<file path="src/common/smc_mac_pkg.sv">
//----------------------------------------------------------------------
// size codes, external state codes, width types and start counts
// shared by the multiple-access controller
//----------------------------------------------------------------------
`default_nettype none

package smc_mac_pkg;

  // ------------------------------------------------------------------
  // data widths
  // ------------------------------------------------------------------
  typedef logic [31:0] word_t;        // internal bus word
  typedef logic [7:0]  byte_t;        // one external bus beat

  // remaining accesses after the current one
  typedef logic [1:0]  access_cnt_t;

  // internal transfer size, sampled with valid_access
  typedef logic [1:0]  xfer_size_t;

  localparam xfer_size_t xsiz_8    = 2'h0;  // byte
  localparam xfer_size_t xsiz_16   = 2'h1;  // halfword
  localparam xfer_size_t xsiz_32   = 2'h2;  // word
  localparam xfer_size_t xsiz_rsvd = 2'h3;  // reserved, treated as byte

  // ------------------------------------------------------------------
  // external controller state, one-hot
  // only idle and store matter to the access counter
  // ------------------------------------------------------------------
  typedef enum logic [4:0] {
    smc_idle  = 5'b00001,
    smc_le    = 5'b00010,   // latch enable / address phase
    smc_rw    = 5'b00100,   // read or write strobe
    smc_store = 5'b01000,   // store phase
    smc_float = 5'b10000    // bus turnaround
  } smc_state_t;

  // start count per transfer size, 8-bit external bus
  localparam access_cnt_t acc_last_byte = 2'd0;  // one access
  localparam access_cnt_t acc_last_half = 2'd1;  // two accesses
  localparam access_cnt_t acc_last_word = 2'd3;  // four accesses

endpackage

`default_nettype wire
</file>
<file path="src/hw/smc_mac/smc_mac_lite.sv">
//----------------------------------------------------------------------
// multiple-access controller top, access control plus lane datapath
//----------------------------------------------------------------------
`timescale 1ns/1ns
`default_nettype none

module smc_mac_lite (
  input  wire                      sys_clk26,
  input  wire                      n_sys_reset26,
  input  wire                      valid_access,    // new transfer
  input  smc_mac_pkg::xfer_size_t  xfer_size,
  input  wire                      smc_done,        // access finished
  input  smc_mac_pkg::smc_state_t  smc_nextstate,
  input  wire                      latch_data,      // read byte valid
  input  smc_mac_pkg::word_t       data_smc,
  input  smc_mac_pkg::word_t       write_data,
  output smc_mac_pkg::access_cnt_t r_num_access,
  output logic                     mac_done,        // last access
  output smc_mac_pkg::xfer_size_t  v_xfer_size,
  output smc_mac_pkg::word_t       read_data,       // to internal bus
  output smc_mac_pkg::word_t       smc_data         // to external bus
);

  import smc_mac_pkg::*;

  xfer_size_t r_xfer_size;   // held size, steers the read mux

  // ------------------------------------------------------------------
  // size register and access counter
  // ------------------------------------------------------------------
  smc_access_ctrl i_access_ctrl (
    .sys_clk26     (sys_clk26),
    .n_sys_reset26 (n_sys_reset26),
    .valid_access  (valid_access),
    .xfer_size     (xfer_size),
    .smc_done      (smc_done),
    .smc_nextstate (smc_nextstate),
    .r_xfer_size   (r_xfer_size),
    .v_xfer_size   (v_xfer_size),
    .r_num_access  (r_num_access),
    .mac_done      (mac_done)
  );

  // ------------------------------------------------------------------
  // byte lanes, read gather and write select
  // ------------------------------------------------------------------
  smc_lane_steer i_lane_steer (
    .sys_clk26     (sys_clk26),
    .n_sys_reset26 (n_sys_reset26),
    .latch_data    (latch_data),
    .r_xfer_size   (r_xfer_size),
    .r_num_access  (r_num_access),
    .data_smc      (data_smc),
    .write_data    (write_data),
    .read_data     (read_data),
    .smc_data      (smc_data)
  );

endmodule

`default_nettype wire

</file>
<file path="src/hw/smc_mac/smc_lane_steer.sv">
//----------------------------------------------------------------------
// byte-lane datapath: read byte collector, read-data lane mux
// and write byte select for the 8-bit external bus
//----------------------------------------------------------------------
`timescale 1ns/1ns
`default_nettype none

module smc_lane_steer (
  input  wire                      sys_clk26,
  input  wire                      n_sys_reset26,   // async, active low
  input  wire                      latch_data,      // read byte valid
  input  smc_mac_pkg::xfer_size_t  r_xfer_size,     // held transfer size
  input  smc_mac_pkg::access_cnt_t r_num_access,    // current byte lane
  input  smc_mac_pkg::word_t       data_smc,        // external read data
  input  smc_mac_pkg::word_t       write_data,      // held internal write word
  output smc_mac_pkg::word_t       read_data,       // word to internal bus
  output smc_mac_pkg::word_t       smc_data         // data to external bus
);

  import smc_mac_pkg::*;

  word_t r_collect;    // bytes gathered so far
  byte_t rd_byte;      // only the low byte of the bus carries data
  byte_t lo_byte;      // live or stored lane 0
  byte_t wr_byte;      // lane picked from write_data

  assign rd_byte = data_smc[7:0];

  //--------------------------------------------------------------------
  // read collector
  //--------------------------------------------------------------------
  // first beat of a word lands in lane 3, lanes below start clean
  always_ff @(posedge sys_clk26 or negedge n_sys_reset26)
  begin
    if (!n_sys_reset26)
    begin
      r_collect <= '0;
    end
    else if (latch_data)
    begin
      case (r_num_access)
        2'd3:
        begin
          r_collect[31:24] <= rd_byte;
          r_collect[23:0]  <= '0;
        end
        2'd2:
        begin
          r_collect[23:16] <= rd_byte;   // lane 3 kept
          r_collect[15:0]  <= '0;
        end
        2'd1:
        begin
          r_collect[15:8] <= rd_byte;    // upper lanes kept
          r_collect[7:0]  <= '0;
        end
        default:
        begin
          r_collect[7:0] <= rd_byte;     // final beat
        end
      endcase
    end
  end

  //--------------------------------------------------------------------
  // read data to internal bus
  //--------------------------------------------------------------------
  // last beat bypasses the collector so the word is ready at once
  assign lo_byte = latch_data ? rd_byte : r_collect[7:0];

  always_comb
  begin
    case (r_xfer_size)
      xsiz_32:
      begin
        read_data = {r_collect[31:8], lo_byte};
      end
      xsiz_16:
      begin
        // halfword mirrored into both halves
        read_data = {r_collect[15:8], lo_byte, r_collect[15:8], lo_byte};
      end
      default:
      begin
        read_data = {4{lo_byte}};          // byte on every lane
      end
    endcase
  end

  //--------------------------------------------------------------------
  // write data to external bus
  //--------------------------------------------------------------------
  // count 3 sends the top byte first, count 0 the bottom one
  always_comb
  begin
    case (r_num_access)
      2'd3:
        wr_byte = write_data[31:24];
      2'd2:
        wr_byte = write_data[23:16];
      2'd1:
        wr_byte = write_data[15:8];
      default:
        wr_byte = write_data[7:0];
    endcase
  end

  assign smc_data = {24'h0, wr_byte};   // upper lanes unused on 8-bit bus

endmodule

`default_nettype wire

</file>
<file path="src/hw/smc_mac/smc_access_ctrl.sv">
//----------------------------------------------------------------------
// transfer-size register, start-count decode, access down counter
// and last-access flag
//----------------------------------------------------------------------
`timescale 1ns/1ns
`default_nettype none

module smc_access_ctrl (
  input  wire                      sys_clk26,
  input  wire                      n_sys_reset26,   // async, active low
  input  wire                      valid_access,    // address cycle strobe
  input  smc_mac_pkg::xfer_size_t  xfer_size,       // valid with valid_access
  input  wire                      smc_done,        // end of one access
  input  smc_mac_pkg::smc_state_t  smc_nextstate,   // controller next state
  output smc_mac_pkg::xfer_size_t  r_xfer_size,     // held size
  output smc_mac_pkg::xfer_size_t  v_xfer_size,     // live or held size
  output smc_mac_pkg::access_cnt_t r_num_access,    // accesses still to go
  output logic                     mac_done         // last access running
);

  import smc_mac_pkg::*;

  access_cnt_t start_cnt;   // decoded count for the new transfer
  logic        acc_step;    // one access completed, more to follow

  //--------------------------------------------------------------------
  // transfer size
  //--------------------------------------------------------------------
  always_ff @(posedge sys_clk26 or negedge n_sys_reset26)
  begin
    if (!n_sys_reset26)
      r_xfer_size <= xsiz_8;
    else if (valid_access)
      r_xfer_size <= xfer_size;      // hold for the whole transfer
  end

  // size seen by the rest of the controller in the address cycle
  assign v_xfer_size = valid_access ? xfer_size : r_xfer_size;

  //--------------------------------------------------------------------
  // number of byte accesses needed
  //--------------------------------------------------------------------
  always_comb
  begin
    case (xfer_size)
      xsiz_16:
        start_cnt = acc_last_half;   // two beats
      xsiz_32:
        start_cnt = acc_last_word;   // four beats
      xsiz_8, xsiz_rsvd:
        start_cnt = acc_last_byte;   // single beat
      default:
        start_cnt = acc_last_byte;
    endcase
  end

  //--------------------------------------------------------------------
  // access counter
  //--------------------------------------------------------------------
  // a done leading into idle or store closes the transfer, no count
  assign acc_step = smc_done &&
                    (smc_nextstate != smc_idle) &&
                    (smc_nextstate != smc_store);

  always_ff @(posedge sys_clk26 or negedge n_sys_reset26)
  begin
    if (!n_sys_reset26)
      r_num_access <= '0;
    else if (valid_access)
      r_num_access <= start_cnt;              // new transfer
    else if (acc_step)
      r_num_access <= r_num_access - 2'd1;    // next byte lane
  end

  // last access when nothing is left
  assign mac_done = (r_num_access == 2'd0);

endmodule

`default_nettype wire

</file>
<file path="config.mk">
export PLATFORM = sky130hd
export DESIGN_NAME = smc_mac_lite
export DESIGN_NICKNAME = d
export VERILOG_FILES = /design/src/common/smc_mac_pkg.sv /design/src/hw/smc_mac/smc_mac_lite.sv /design/src/hw/smc_mac/smc_lane_steer.sv /design/src/hw/smc_mac/smc_access_ctrl.sv
export SDC_FILE = /design/constraint.sdc
export NUM_CORES = 1
export LEC_CHECK = 0
export ABC_CLOCK_PERIOD_IN_PS = 5000
export BUFFER_PORTS_ARGS = -buffer_cell sky130_fd_sc_hd__buf_4
export CORE_MARGIN = 2
export CORE_UTILIZATION = 45
export DETAILED_ROUTE_END_ITERATION = 16
export PLACE_DENSITY = 0.79
export SLEW_MARGIN = 10
export SYNTH_ARGS = -nofsm -noshare
export SYNTH_HDL_FRONTEND = slang
export SYNTH_HIERARCHICAL = 1
export SYNTH_SLANG_ARGS = --single-unit
</file>
<file path="constraint.sdc">
create_clock -name sys_clk26 -period 5 [get_ports sys_clk26]
set_clock_uncertainty 0.1 [all_clocks]
set_input_delay 1 -clock sys_clk26 [delete_from_list [all_inputs] [get_ports sys_clk26]]
set_output_delay 1 -clock sys_clk26 [all_outputs]
set_load 0.02 [all_outputs]
</file>
==> summary.md <==
| Metric | Value |
|---|---|
| CP Capture Point | `read_data[23]` |
| FFs w/ async S/R, synth | `1.000` |
| Crit-path max FO | `20` |
| Routability congestion estimate | `0.8190` |
| Setup TNS | `0 ns` |
| Vias | `2014` |
| MaxCap Viol Count | `0` |
| N_diodes | `0` |
| Core box area | `5107 um^2` |
| Io pins | `145` |
| Nets | `389` |
| CTS Buf Count | `5` |
| Worst IR drop on VDD | `0.2455 mV` |
| Largest delay share family, worst path | `simple AND/OR/NAND/NOR gates` |
| Die width | `76.61 um` |
| Worst reg2reg path depth | `4` |
| Compound-gate portion of the synthesized area | `0.1598` |
| Most frequent cells in the layout | `buf_4 (96), dfrtp_1 (36), inv_1 (24), conb_1 (24), mux2_2 (18)` |
| CTS Hold Buffers Added | `0` |
| RSZ-0062 raised after global routing | `no` |
| Sequential fraction of the synthesis area | `0.3797` |
| Post-synth EDFFs | `0` |
| Worst path cell trace | `inv_1 > ha_1 > nor2b_1 > o2bb2ai_1 > buf_4` |
| Total Wirelength | `6.086 mm` |
| Rows | `26` |
| Largest net degree at the start of global routing | `37` |
| Layout cell share with drive strength beyond 1 | `0.4401` |
| Crit-path max cell delay | `0.71 ns` |
| Hold Crit Class | `flop to flop` |
| R2r startpoint | `i_access_ctrl/r_num_access[0]` |
| WP depth | `5` |
| Register bit total from synthesis | `36` |
| Pwr/cell area | `351.6 nW/um^2` |
| First-pass GRT wire length | `9.666 mm` |
| Post-CTS Resized | `0` |
| CP max-delay cell | `nor2b_1` |
| Fin Hold WS | `0.4086 ns` |
| Primary FF master, synth | `dfrtp_1` |
| HPWL after detailed placement | `4.342 mm` |
| Routed Antenna Nets | `0` |
| Min Tclk post-route | `3.448 ns` |
| Slew Limit Fails | `0` |
| Endpoints failing setup | `0` |
| Startpoint Class | `flop` |
| Clock Path Buffers | `2` |
| Post-Synth Adder-Cell Area | `0.02110` |
| Arr. time, crit path | `2.35 ns` |
| Drt via density | `5.314` |
| Vias in the first global route | `1965` |
| Clock Latency Late Sink | `0.28 ns` |
| Period utilization | `0.6895` |
| Syn Inst Count | `219` |
| Synth-to-Final Area Change | `30.43%` |
| First-pass DRT Iterations | `4` |
| FMAX | `0.2901 GHz` |
| Syn avg cell area | `10.83 um^2` |
| Synthesis Warnings | `6` |
| Crit end category | `primary output` |
| Global-route usage over all layers | `0.2070` |
| Netlist cell types | `40` |
| Pleak | `0.001539 uW` |
| Initial Util | `0.4645` |
| Die area | `5868 um^2` |
| Worst Path Required | `3.90 ns` |
| DRC | `0` |
| GRT overflow | `0` |
| Die Span Y | `76.61 um` |
| R2R setup slack | `2.95 ns` |
| Clk sinks | `36` |
| Mux cell area share after synthesis | `0.1967` |
| Synth Area in Simple Gates | `0.08439` |
| Final Hold Fails | `0` |
| Worst-path clk slew | `0.07 ns` |
| R2r endpoint | `i_access_ctrl/r_num_access[1]` |
| Iter 0 DRT Violations | `105` |
| H-tree levels | `2` |
| CP Launch Point | `i_access_ctrl/r_xfer_size[0]` |
| CTS tree | `built` |
| Slew headroom | `0.2278` |
| Worst Path Buf+Inv | `2` |
| Worst-margin pin slew | `1.158 ns` |
| Routed len/inst | `16.06 um` |
| # Post-CTS Setup Buffers | `0` |
| Crit Path Class | `flop to primary output` |
| XOR/XNOR Fraction of Synth Area | `0.003692` |
| Mapped cell area | `2372 um^2` |
| Clk root buf | `clkbuf_8` |
| IO Port Bufs | `96` |
| Largest family of logic cells by synthesized area | `multiplexers` |
| Status | `complete, no violations` |
| Commonest non-fill, non-tap cell in the layout | `buf_4` |
| Initial antenna violation count | `0` |
metrics by stage:
stage            util  power (uW)  setup slack, ns  cells  instance area [um^2]
6_report       0.6058        1088            1.552    379                  3094
5_1_grt        0.6058        1147            1.466    379                  3094
4_1_cts        0.6058        1095            1.584    379                  3094
3_5_place_dp   0.5870       870.5            1.806    372                  2998
3_3_place_gp   0.5870       857.1            1.805    372                  2998
2_1_floorplan       -       705.9            2.005    242                  2459
sequential cells by signal, summed over array words and instances, names as in the netlist:
name                        flops
i_lane_steer/r_collect         32
i_access_ctrl/r_num_access      2
i_access_ctrl/r_xfer_size       2
worst min path at each step:
stage,start,end,slack (ns),cells after the start
after floorplan,i_lane_steer/r_collect[24],i_lane_steer/r_collect[24],0.38,1
after global placement,i_lane_steer/r_collect[23],i_lane_steer/r_collect[23],0.39,1
after detailed placement,i_lane_steer/r_collect[25],i_lane_steer/r_collect[25],0.39,1
after CTS,i_lane_steer/r_collect[25],i_lane_steer/r_collect[25],0.41,1
after global routing,i_lane_steer/r_collect[16],i_lane_steer/r_collect[16],0.42,1
final,i_lane_steer/r_collect[18],i_lane_steer/r_collect[18],0.41,1
worst register-to-register path: cells and delay by family (launching register included):
kind | cells | cell delay (ns)
fa+ha+maj | 1 | 0.33
compound gates | 2 | 0.29
flops | 1 | 1.12
buf+inv | 1 | 0.11
Yosys cell counts, types with 6 or more instances:
library cell / n / share of area
buf_4: 26 / 0.082
mux2i_1: 7 / 0.030
o2bb2ai_1: 8 / 0.030
a21oi_1: 9 / 0.019
nor2b_1: 10 / 0.026
o22ai_1: 9 / 0.024
mux4_2: 8 / 0.076
a22o_1: 6 / 0.022
mux2_2: 18 / 0.085
nor2_1: 9 / 0.014
dfrtp_1: 36 / 0.38
inv_1: 24 / 0.038
a221oi_1: 8 / 0.030
power by group:
group | internal, uW | switching [uW]
Sequential | 353 | 55.4
Combinational | 211 | 247
Clock | 123 | 98.6
cell type report:
class,count,area (um^2)
inverter,25,93.84
multi-input combinational,145,1195
timing repair buffer,96,720.7
fill,445,2013
sequential,36,900.9
clock buffer,7,96.34
tap,70,87.58
cells by family after synthesis:
| group | Yosys count |
|---|---|
| DFF | 36 |
| buffers and inverters | 61 |
| xor gates and xnor gates | 1 |
| other | 1 |
| and+or+nand+nor | 33 |
| AOI/OAI and AO/OA | 49 |
| muxes | 34 |
| adders and majority gates | 4 |
layer usage:
metal / track usage / routed length (um) / share of wire / vias to the layer above
li1: - / - / - / 917
met1: 0.2462 / 2396 / 0.39 / 976
met2: 0.3673 / 3133 / 0.51 / 112
met3: 0.04147 / 451 / 0.074 / 9
met4: 0.08000 / 106 / 0.017 / 0
met5: 0 / 0 / 0 / -
(Power assumes the default switching activity.)
